File: src/verilog/cf_pkg.sv
/* shared types and constants of the gain-flatness cost engine
   imported by every RTL block of the design */

package cf_pkg;

        // --------------------------------------------------
        // data widths
        // --------------------------------------------------
        typedef logic signed [7:0] sample_t;
        // max(|i|,|q|) + min/2, never above 192
        typedef logic [7:0]        mag_t;
        // 128 stands for unity gain
        typedef logic [7:0]        ratio_t;
        typedef logic [7:0]        cost_t;
        typedef logic [1:0]        tone_t;

        // sweep controller states
        typedef enum logic [1:0] {
                s_out,
                s_in,
                s_div,
                s_cost
        } sweep_state_e;

        // --------------------------------------------------
        // constants
        // --------------------------------------------------
        localparam int n_tones     = 4;
        localparam int ratio_shift = 7;
        localparam int div_steps   = 16;
        // 106/256 is close to 0.414
        localparam int tilt_weight = 106;
        localparam int unity_ratio = 128;
        localparam int ratio_max   = 255;
        localparam int cost_max    = 255;
        localparam int cost_terms  = 5;

endpackage
File: src/verilog/ratio_bus_if.sv
/* one finished gain ratio, passed from the sweep controller to the cost accumulator */
`timescale 1ns/1ps

interface ratio_bus_if;
        import cf_pkg::*;

        // single-cycle strobe for the ratio below
        logic   valid;
        tone_t  tone;
        ratio_t ratio;
        // set together with the tone 3 strobe
        logic   last;

        modport src (output valid, output tone, output ratio, output last);

        modport dst (input valid, input tone, input ratio, input last);

endinterface

File: src/verilog/cf_engine.sv
/* top level of the cost engine; samples in, per-tone ratios and the sweep cost out
   connects the sweep controller, the divider and the cost accumulator */
`timescale 1ns/1ps

module cf_engine (
        input  logic            clk,
        input  logic            rst,
        input  logic            sample_valid,
        input  cf_pkg::sample_t sample_i,
        input  cf_pkg::sample_t sample_q,
        output logic            sample_ready,
        output logic            ratio_valid,
        output cf_pkg::tone_t   ratio_tone,
        output cf_pkg::ratio_t  ratio_value,
        output logic            cost_valid,
        output cf_pkg::cost_t   cost_value,
        output logic            sweep_busy
);
        import cf_pkg::*;

        // divider link
        logic   div_start;
        mag_t   div_num;
        mag_t   div_den;
        logic   div_done;
        ratio_t div_q;

        // end of cost sum, releases the controller
        logic   cost_done;

        ratio_bus_if rb ();

        sweep_ctrl u_sweep_ctrl (
                .clk          (clk),
                .rst          (rst),
                .sample_valid (sample_valid),
                .sample_i     (sample_i),
                .sample_q     (sample_q),
                .div_done     (div_done),
                .div_q        (div_q),
                .cost_done    (cost_done),
                .sample_ready (sample_ready),
                .sweep_busy   (sweep_busy),
                .div_start    (div_start),
                .div_num      (div_num),
                .div_den      (div_den),
                .rb           (rb.src)
        );

        gain_divider u_gain_divider (
                .clk       (clk),
                .rst       (rst),
                .div_start (div_start),
                .div_num   (div_num),
                .div_den   (div_den),
                .div_done  (div_done),
                .div_q     (div_q)
        );

        cost_accum u_cost_accum (
                .clk        (clk),
                .rst        (rst),
                .rb         (rb.dst),
                .cost_valid (cost_valid),
                .cost_value (cost_value),
                .cost_done  (cost_done)
        );

        // ratio report is the bus itself
        assign ratio_valid = rb.valid;
        assign ratio_tone  = rb.tone;
        assign ratio_value = rb.ratio;

endmodule

File: src/verilog/cost_accum.sv
/* keeps the four tone ratios of a sweep and sums the five cost terms,
   one term per cycle, after the last ratio arrives */
`timescale 1ns/1ps

module cost_accum (
        input  logic          clk,
        input  logic          rst,
        ratio_bus_if.dst      rb,
        output logic          cost_valid,
        output cf_pkg::cost_t cost_value,
        output logic          cost_done
);
        import cf_pkg::*;

        // wide enough for five full-scale terms
        typedef logic [$clog2(cost_terms * (ratio_max + 1))-1:0] sum_t;

        ratio_t     a [n_tones];
        logic       run;
        logic [2:0] idx;
        logic       last_term;
        sum_t       sum;
        sum_t       sum_nx;
        ratio_t     term;

        // x * 106 / 256, rounded down
        function automatic ratio_t tilt(input ratio_t x);
                logic [15:0] p;
                p = x * 8'(tilt_weight);
                return p[15:8];
        endfunction

        function automatic ratio_t abs_diff(input ratio_t x, input ratio_t y);
                return (x >= y) ? x - y : y - x;
        endfunction

        // --------------------------------------------------
        // ratio store, indexed by tone
        // --------------------------------------------------
        always_ff @(posedge clk) begin
                if (rb.valid)
                        a[rb.tone] <= rb.ratio;
        end

        // term order: tilt A3/A1, A1-A4, A2-A3, tilt A2/A4, mid-band A2
        always_comb begin
                case (idx)
                3'd0:    term = abs_diff(a[2], tilt(a[0]));
                3'd1:    term = abs_diff(a[0], a[3]);
                3'd2:    term = abs_diff(a[1], a[2]);
                3'd3:    term = abs_diff(a[1], tilt(a[3]));
                default: term = abs_diff(a[1], ratio_t'(unity_ratio));
                endcase
        end

        assign sum_nx    = sum + sum_t'(term);
        assign last_term = run && (idx == 3'(cost_terms - 1));

        always_ff @(posedge clk) begin
                if (rst) begin
                        run        <= 1'b0;
                        idx        <= '0;
                        cost_valid <= 1'b0;
                end else begin
                        cost_valid <= last_term;
                        if (rb.valid && rb.last) begin
                                run <= 1'b1;
                                idx <= '0;
                        end else if (run) begin
                                idx <= idx + 3'd1;
                                if (last_term)
                                        run <= 1'b0;
                        end
                end
        end

        always_ff @(posedge clk) begin
                if (rb.valid && rb.last)
                        sum <= '0;
                else if (run)
                        sum <= sum_nx;
                if (last_term)
                        cost_value <= (sum_nx > sum_t'(cost_max)) ? cost_t'(cost_max) : sum_nx[7:0];
        end

        // also releases the sweep controller
        assign cost_done = cost_valid;

endmodule

File: src/verilog/gain_divider.sv
/* restoring shift-subtract divider for (num << 7) / den, one quotient bit per
   cycle; result saturates at 255 and a zero divisor also gives 255 */
`timescale 1ns/1ps

module gain_divider (
        input  logic           clk,
        input  logic           rst,
        input  logic           div_start,
        input  cf_pkg::mag_t   div_num,
        input  cf_pkg::mag_t   div_den,
        output logic           div_done,
        output cf_pkg::ratio_t div_q
);
        import cf_pkg::*;

        logic [div_steps-1:0] dvd;
        logic [div_steps-1:0] quo;
        logic [div_steps-1:0] quo_nx;
        mag_t                 rem;
        mag_t                 den;
        logic [3:0]           cnt;
        logic                 busy;
        logic                 last_step;
        logic [8:0]           rem_sh;
        logic [9:0]           trial;
        logic                 ge;

        // bring down the next dividend bit and try the subtraction
        assign rem_sh = {rem, dvd[div_steps-1]};
        assign trial  = {1'b0, rem_sh} - {2'b00, den};
        assign ge     = ~trial[9];
        assign quo_nx = {quo[div_steps-2:0], ge};

        assign last_step = busy && (cnt == 4'(div_steps - 1));

        always_ff @(posedge clk) begin
                if (rst) begin
                        busy     <= 1'b0;
                        cnt      <= '0;
                        div_done <= 1'b0;
                end else begin
                        div_done <= last_step;
                        if (div_start) begin
                                busy <= 1'b1;
                                cnt  <= '0;
                        end else if (busy) begin
                                cnt <= cnt + 4'd1;
                                if (last_step)
                                        busy <= 1'b0;
                        end
                end
        end

        always_ff @(posedge clk) begin
                if (div_start) begin
                        dvd <= div_steps'(div_num) << ratio_shift;
                        quo <= '0;
                        rem <= '0;
                        den <= div_den;
                end else if (busy) begin
                        dvd <= dvd << 1;
                        rem <= ge ? trial[7:0] : rem_sh[7:0];
                        quo <= quo_nx;
                end
                // anything above 8 bits, or a zero divisor, clips to full scale
                if (last_step)
                        div_q <= (den == '0 || |quo_nx[div_steps-1:8]) ?
                                 ratio_t'(ratio_max) : quo_nx[7:0];
        end

endmodule

File: src/verilog/sweep_ctrl.sv
/* sweep controller; takes an output then an input sample per tone, estimates
   both magnitudes, starts the divider and reports each ratio on the ratio bus */
`timescale 1ns/1ps

module sweep_ctrl (
        input  logic            clk,
        input  logic            rst,
        input  logic            sample_valid,
        input  cf_pkg::sample_t sample_i,
        input  cf_pkg::sample_t sample_q,
        input  logic            div_done,
        input  cf_pkg::ratio_t  div_q,
        input  logic            cost_done,
        output logic            sample_ready,
        output logic            sweep_busy,
        output logic            div_start,
        output cf_pkg::mag_t    div_num,
        output cf_pkg::mag_t    div_den,
        ratio_bus_if.src        rb
);
        import cf_pkg::*;

        sweep_state_e state;
        tone_t        tone;
        mag_t         mag;
        logic         take;
        logic         ratio_hit;
        logic         last_tone;

        // -128 wraps onto 8'h80, i.e. 128 unsigned
        function automatic mag_t abs_val(input sample_t x);
                return x[7] ? mag_t'(-x) : mag_t'(x);
        endfunction

        // larger component plus half the smaller one
        function automatic mag_t mag_est(input sample_t si, input sample_t sq);
                mag_t a;
                mag_t b;
                a = abs_val(si);
                b = abs_val(sq);
                if (a >= b)
                        return a + (b >> 1);
                else
                        return b + (a >> 1);
        endfunction

        // --------------------------------------------------
        // sample acceptance
        // --------------------------------------------------
        assign sample_ready = (state == s_out) || (state == s_in);
        assign take         = sample_valid && sample_ready;
        assign mag          = mag_est(sample_i, sample_q);

        assign ratio_hit = div_done && (state == s_div);
        assign last_tone = (tone == tone_t'(n_tones - 1));

        always_ff @(posedge clk) begin
                if (rst) begin
                        state      <= s_out;
                        tone       <= '0;
                        sweep_busy <= 1'b0;
                        div_start  <= 1'b0;
                end else begin
                        // divider starts once both magnitudes are held
                        div_start <= take && (state == s_in);
                        if (take)
                                sweep_busy <= 1'b1;
                        else if (cost_done)
                                sweep_busy <= 1'b0;
                        case (state)
                        s_out: if (take) state <= s_in;
                        s_in:  if (take) state <= s_div;
                        s_div: begin
                                if (div_done) begin
                                        tone  <= last_tone ? '0 : tone + 2'd1;
                                        state <= last_tone ? s_cost : s_out;
                                end
                        end
                        s_cost: if (cost_done) state <= s_out;
                        default: state <= s_out;
                        endcase
                end
        end

        // output magnitude waits here for its input partner
        always_ff @(posedge clk) begin
                if (take && (state == s_out))
                        div_num <= mag;
                if (take && (state == s_in))
                        div_den <= mag;
        end

        // --------------------------------------------------
        // ratio report, same cycle as div_done
        // --------------------------------------------------
        assign rb.valid = ratio_hit;
        assign rb.tone  = tone;
        assign rb.ratio = div_q;
        assign rb.last  = ratio_hit && last_tone;

endmodule

File: config.mk
export PLATFORM = sky130hd
export DESIGN_NAME = cf_engine
export DESIGN_NICKNAME = d
export VERILOG_FILES = /design/src/verilog/cf_pkg.sv /design/src/verilog/ratio_bus_if.sv /design/src/verilog/cf_engine.sv /design/src/verilog/cost_accum.sv /design/src/verilog/gain_divider.sv /design/src/verilog/sweep_ctrl.sv
export SDC_FILE = /design/constraint.sdc
export NUM_CORES = 1
export LEC_CHECK = 0
export BUFFER_PORTS_ARGS = -buffer_cell sky130_fd_sc_hd__buf_2
export CORE_UTILIZATION = 40
export CTS_CLUSTER_SIZE = 16
export DETAILED_ROUTE_END_ITERATION = 10
export GPL_ROUTABILITY_DRIVEN = 0
export HOLD_SLACK_MARGIN = 0.12
export PLACE_DENSITY = 0.54
export SYNTH_ARGS = -nofsm -noshare
export SYNTH_HDL_FRONTEND = slang
export SYNTH_SLANG_ARGS = --single-unit
File: constraint.sdc
create_clock -name clk -period 13.3 [get_ports clk]
set_clock_uncertainty 0.05 [all_clocks]
set_input_delay 1.33 -clock clk [delete_from_list [all_inputs] [get_ports clk]]
set_output_delay 1.33 -clock clk [all_outputs]
set_load 0.03 [all_outputs]
# Yosys cells after proc, flatten, opt, wreduce, memory -nomap -nowiden
# Memories as Yosys holds them, arrays and structs flattened.
# Cells that the tools add are included.
# classes
addsub	19
n_mul	2
magnitude_cmp	7
n_eq_ne	13
n_mux	29
bitwise_logic	1
reduce_logical	20
# ops
operator	count
two-way mux 8 bit	9
case mux 8 bit (4 select lines)	1
subtractor 8 bit	4
two-way mux 15 bit	2
multiplier 8 x 6 -> 14 bit (second input constant)	2
>= comparator 8 bit	3
adder 8 x 7 -> 8 bit	2
>= comparator 8 x 7 -> 1 bit	2
negator 8 bit	2
subtractor 7 x 8 -> 8 bit	2
subtractor 8 x 7 -> 8 bit	2
two-way mux 2 bit	6
adder 11 x 8 -> 11 bit	1
greater-than comparator 11 x 8 -> 1 bit (second input constant)	1
two-way mux 1 bit	10
subtractor 9 x 8 -> 10 bit	1
>= comparator 8 bit (second input constant)	1
logical AND 1 bit	8
logical NOT 8 bit	1
!= test 2 x 1 -> 1 bit (second input constant)	4
case mux 2 bit (4 select lines)	1
OR reduction 8 bit	1
subtractor 8 bit (first input constant)	1
subtractor 8 bit (second input constant)	1
17 further kinds	23
# totals
register_bits	100
ram_bits	32
in_bits	19
out_inout_bits	22
wordCells	112
n_memories	1
# memory_table
name	depth	width	read_ports	rd_clocked_by_memory_dff	write_ports	line	rtl
u_cost_accum.a	4	8	4	0	1	cost_accum.sv:18	ratio_t a [n_tones];

# Depth between registers and ports, before layout
# Gate-level depths: netlist of the first run.
# An unclocked memory read counts as a cell.
# depth
depth_word	7
ltp_mapped	32
depth_no_buf	29

# Cells and area by module
# Synthesis of the first run repeated with hierarchy kept, for this count alone.
# hier_totals
hier_cells	1149
area_unflattened_um2	11294.6
# by_module_without_submodules
mod	n_inst	cells_each	area_each_um2	seq_area_each_um2
cost_accum	1	719	6774.0	1521.5
gain_divider	1	217	2447.3	1321.3
sweep_ctrl	1	213	2073.2	600.6

# Worst setup path before layout of the first run
# OpenSTA, ideal clock, no wires.
# synth_path
kind	register to register
start	memory u_cost_accum.a[0][1] (netlist bit)
end	register u_cost_accum.cost_value[6], data pin
setup_ps	271
arrival_ps	6815
required_ps	12979
path_slack_ps	6165
path_stages_with_launch	30
path_buffers	1
period_less_slack_ps	7135
path_cell_list	edfxtp_1 ha_1 inv_1 fa_1 fa_1 inv_1 ha_1 nand4_1 o31ai_1 a21oi_1 o21ba_2 o211ai_1 a21oi_1 xnor2_1 ha_1 a211oi_2 nand2_1 a311oi_2 buf_6 mux2i_1 a32o_1 o41a_1 ha_1 a21o_1 a21oi_1 o21ai_0 a21oi_1 o2111ai_1 a211oi_2 o22ai_1
# synth_rtl
element	line	rtl
start: declaration	cost_accum.sv:18	
end signal: assignment	cost_accum.sv:83	cost_value <= (sum_nx > sum_t'(cost_max)) ? cost_t'(cost_max) : sum_nx[7:0];
end: declaration	cost_accum.sv:10	output cf_pkg::cost_t cost_value,

==> results.toml, run 1 <==
[logic_synthesis]
synth_cell_types = 82
avgSynthCellArea_um2 = 9.613
ys_async_sr_fraction_pct = 0
syn_area_um2 = 11160
synth-edff-count = 80
yosys.area.top_type = "edfxtp_1"
synthFlopType = "edfxtp_1"
synthTopCellsByCount = "ha_1, inv_1, nor2_1, edfxtp_1, a21oi_1"
synth_warnings = 0
synth_most_common_cell = "ha_1"
syn_nets = 1375
netlist.area_leader.share_pct = 21.52
netlist_top_cells_area = "edfxtp_1, ha_1, dfxtp_1"
synth-seq-area-share_pct = 30.85
synth_cells = 1161
synth_seq_cells = 132

[layout]
layout.cells.non_filler = 1572
final_core_util_pct = 45.01
area_delta_synth_final_pct = 9.596
antenna_cells = 0
fin_nets = 1401
drive_above_1_share_pct = 8.750

[run]
drv_cap = 0

[sta]
finalCritPeriodShare_pct = 61.86
fmax_mhz = 121.5
hold_viol_final = 0
fin_crit_ns = 8.227
fin_tns_setup_ns = 0
maxSlewHeadroom_pct = 42.03
setup_ws_ns = 5.073
setup_viol = 0
tightestPinTransition_ns = 0.8679
drv_slew = 0
rsz0062_at_grt = "false"

[clock_network]
cts_tree = "yes"
cts_buffers = 17
post-cts-setup-buffers = 0
ctsResizeCount = 0
htree_levels = 4
cts.sinks = 132
cts_buffer_depth = 2
hold_buffers = 0
clk_pin_slew_ns = 0.06
cts-root-buf = "clkbuf_16"
clkLatencyLatePin_ns = 0.43

[die]
die_h_um = 169.0
rows = 60
initial_core_util_pct = 41.07
coreArea_um2 = 27180
ios = 41
die_area_um2 = 28570
fp.dieW_um = 169.0

[global_route]
antenna_found_initial = 0
overflow = 0
grt_max_degree = 47
globalRouteTotalUtil_pct = 18.54
first_global_vias = 8006
grt_first_pass_wirelength_mm = 41.61

[detailed_routing]
drtIter0Drc = 457
wire_per_inst_um = 15.91
vias_per_cell = 5.239
ant_nets = 0
drc_errors = 0
first_pass_iters = 7
drt_wl_total_mm = 25.00
via_count = 8236

[power_and_ir_drop]
ir_worst_vdd_mv = 0.08040
netSwitchingFraction_pct = 28.70
p_seq_share_pct = 40.9
combPwrFrac_pct = 21.6
power.density_nw_per_um2 = 101.6
p_switching_uw = 356.8
p_clk_share_pct = 37.5
intPower_uw = 886.5
p_leak_nw = 5.300
power.total_mw = 1.243

[critical_path]
critPathRequiredTime_ns = 13.42
path_max_fanout = 11
critPathCaptureType = "flop"
worstSetupPathType = "reg -> reg"
cp_slowest_cell = "a311oi_2"
max_stage_delay_ns = 0.70
start_kind = "flop"
critPathArrivalTime_ns = 8.34

[min_path]
hold_path.class = "reg -> reg"

[placed_design]
dp_slack_ns = 5.008
io_buffers = 40
dp_cells = 1540
hpwl_mm = 19.91

[outcome]
outcome = "complete, no violations"
layout make-up:
class / count / area, um2
clock buffer: 19 / 475.5
clock inverter: 13 / 117.6
fill: 2703 / 14940
inverter: 132 / 495.5
multi-input combinational: 862 / 7019
sequential: 132 / 3443
tap: 372 / 465.4
timing repair buffer: 42 / 215.2
power groups by stage:
stage	combinational [mW]	sequential, mW	clock [mW]
6_report	0.268	0.509	0.466
5_1_grt	0.312	0.514	0.496
4_1_cts	0.273	0.509	0.479
3_5_place_dp	0.272	0.517	0
3_3_place_gp	0.269	0.517	0
2_1_floorplan	0.218	0.510	0
metal layers:
layer | vias up | part of all wire [%] | global-route usage (%)
met2 | 138 | 47 | 30.33
met5 | - | 0 | 0
met4 | 0 | 2.7 | 7.560
met1 | 3873 | 48 | 24.78
met3 | 35 | 2.7 | 2.338
li1 | 4190 | - | -
sequential cells by signal (all words and copies together), names as in the netlist, 2 cells and up:
register and count:
u_cost_accum.a 32, u_gain_divider.quo 15, u_cost_accum.sum 11, u_gain_divider.dvd 9, u_cost_accum.cost_value 8, u_gain_divider.den 8
u_gain_divider.div_q 8, u_gain_divider.rem 8, u_sweep_ctrl.div_den 8, u_sweep_ctrl.div_num 8, u_gain_divider.cnt 4, u_cost_accum.idx 3
u_sweep_ctrl.rb.tone 2, u_sweep_ctrl.state 2
critical path: cells and delay by family, from the launching register on:
family	cells	cell delay [ns]
multiplexers	1	0.20
adder cells (fa/ha/maj)	6	2.33
flip-flops	1	0.50
AO/OA/AOI/OAI	16	4.48
buffers and inverters	2	0.09
XOR/XNOR	1	0.15
AND/OR/NAND/NOR	2	0.20
cell families (layout without fill, tap and decap cells):
family / count (synthesis) / after routing / share of synthesized area [%]
and+or+nand+nor: 277 / 277 / 12.25
AOI/OAI and AO/OA: 265 / 265 / 16.40
adders and majority gates: 195 / 195 / 23.74
buffers and inverters: 167 / 206 / 6.255
DFF: 132 / 132 / 30.85
xor gates and xnor gates: 75 / 75 / 5.886
muxes: 50 / 50 / 4.608
cells in the final DEF (no fill, tap or decap), drive strengths merged, types with 28 or more instances in the layout:
cell type  instances
edfxtp            80
o21ai             48
nand2b            28
nor2              90
buf               42
mux2i             39
ha               167
inv              136
a21oi             64
xor2              28
nand2             51
xnor2             47
fa                28
dfxtp             52
worst paths after layout:
kind / start / end / slack [ns] / cells after the start
setup / recovery: u_cost_accum.a[0][1] / u_cost_accum.cost_value[4] / 5.07 / 28
hold / removal: u_sweep_ctrl.div_den[0] / u_gain_divider.den[0] / 0.37 / 0
setup reg to reg: u_cost_accum.a[0][1] / u_cost_accum.cost_value[4] / 5.07 / 28
hold reg to reg: u_sweep_ctrl.div_den[0] / u_gain_divider.den[0] / 0.37 / 0
stage by stage:
| step | hold WS [ns] | area [um2] |
|---|---|---|
| 5_1_grt | 0.3806 | 12230 |
| 6_report | 0.3696 | 12230 |
| 3_5_place_dp | 0.3580 | 11640 |
| 4_1_cts | 0.3721 | 12230 |
| 2_1_floorplan | 0.3503 | 11160 |
| 3_3_place_gp | 0.3535 | 11640 |
No activity file was read; power rests on OpenSTA's default activity.
==> run 2, diff against run 1 <==
Clock period 13.3 ns to 8.6 ns, I/O delays scaled along.
==> run 2 against run 1 <==
Worst hold slack got worse by 0.0055 ns. Sequential share of layout area fell by 0.060 points. Total power rose by 56%. Sequential power up 55%. Count of clock-buffer cells in the layout grew 4. Non-clock buffer count rose by 1. Cell count is essentially flat.
==> results.toml, run 2 (synthesis results as in run 1) <==
[layout]
final_cell_mix = "ha_1, inv_1, nor2_1"
area_delta_synth_final_pct = 9.832
fin_nets = 1402
stdcell_area_um2 = 12260
final_core_util_pct = 45.11
antenna_cells = 0
regMostFlops = "u_cost_accum.a"
final_common_cell = "ha_1"
reg_top3 = "u_cost_accum.a x32, u_gain_divider.quo x15, u_cost_accum.sum x11"
drive_above_1_share_pct = 8.826
largest_reg_flops = 32

[critical_path]
start_kind = "flop"
path_buf_inv = 3
cp_slowest_cell = "fa_1"
max_stage_delay_ns = 0.54
path_max_fanout = 11
critPathCaptureType = "flop"
worstSetupPathType = "reg -> reg"
critPathArrivalTime_ns = 8.01
critPathRequiredTime_ns = 8.69
cpLargestDelayFamily = "compound AO/OA/AOI/OAI gates"

[detailed_routing]
drc_errors = 0
first_pass_iters = 4
vias_per_cell = 5.214
via_count = 8202
drt_wl_total_mm = 25.56
ant_nets = 0
drtIter0Drc = 463
wire_per_inst_um = 16.25

[placed_design]
io_buffers = 40
place_area_um2 = 11650
hpwl_mm = 20.04

[power_and_ir_drop]
power.total_mw = 1.941
p_leak_nw = 5.320
ir_worst_vdd_mv = 0.1273
power.density_nw_per_um2 = 158.3

[clock_network]
hold_buffers = 0
cts_buffers = 17
cts.sinks = 132
post-cts-setup-buffers = 0
cts-root-buf = "clkbuf_16"
cts_buffer_depth = 2
cts_tree = "yes"
htree_levels = 4
clk_pin_slew_ns = 0.06
ctsResizeCount = 0
clkLatencyLatePin_ns = 0.42

[die]
die_h_um = 169.0
coreArea_um2 = 27180
fp.dieW_um = 169.0
initial_core_util_pct = 41.07
ios = 41
rows = 60
die_area_um2 = 28570

[sta]
tightestPinTransition_ns = 0.8608
setup_viol = 0
maxSlewHeadroom_pct = 42.40
fin_crit_ns = 7.920
finalCritPeriodShare_pct = 92.09
hold_viol_final = 0
fin_tns_setup_ns = 0
fmax_mhz = 126.3
drv_slew = 0
rsz0062_at_grt = "false"

[global_route]
grt_first_pass_wirelength_mm = 41.74
first_global_vias = 8103
overflow = 0
globalRouteTotalUtil_pct = 18.60
grt_max_degree = 47
antenna_found_initial = 0

[run]
drv_cap = 0

[outcome]
outcome = "complete, no violations"

[min_path]
hold_path.class = "reg -> reg"
[run 2: final cells by class]
cell class | count | area [um2]
Tap cell | 372 | 465.4
Timing Repair Buffer | 43 | 222.7
Inverter | 132 | 495.5
Sequential cell | 132 | 3443
Clock buffer | 23 | 553.0
Clock inverter | 9 | 58.81
Fill cell | 2687 | 14920
Multi-Input combinational cell | 862 | 7019
[run 2: per-stage QoR]
stage / hold slack (ns) / setup WS [ns] / cells
2_1_floorplan: 0.3503 / 1.465 / 1161
3_3_place_gp: 0.3547 / 0.9416 / 1541
3_5_place_dp: 0.3545 / 0.6964 / 1541
4_1_cts: 0.3672 / 0.6761 / 1573
5_1_grt: 0.3857 / 0.04963 / 1573
6_report: 0.3641 / 0.6802 / 1573
[run 2: final timing paths]
path	end	depth (start not counted)	slack, ns	from
worst max-delay path	u_cost_accum.cost_value[1]	29	0.68	u_cost_accum.a[0][1]
worst min-delay path	u_gain_divider.den[4]	0	0.36	u_sweep_ctrl.div_den[4]
worst max register to register	u_cost_accum.cost_value[1]	29	0.68	u_cost_accum.a[0][1]
worst min register to register	u_gain_divider.den[4]	0	0.36	u_sweep_ctrl.div_den[4]
[run 2: layer usage]
metal	global-route usage, %	part of all wire [%]	up-vias
li1	-	-	4188
met1	24.49	47	3875
met2	31.08	48	113
met3	2.736	3.0	26
met4	6.502	2.2	0
met5	0	0	-
[run 2: power breakdown]
part / switching, mW / internal, mW / total (mW)
combinational: 0.237 / 0.186 / 0.423
clock: 0.278 / 0.453 / 0.731
sequential: 0.0359 / 0.751 / 0.787
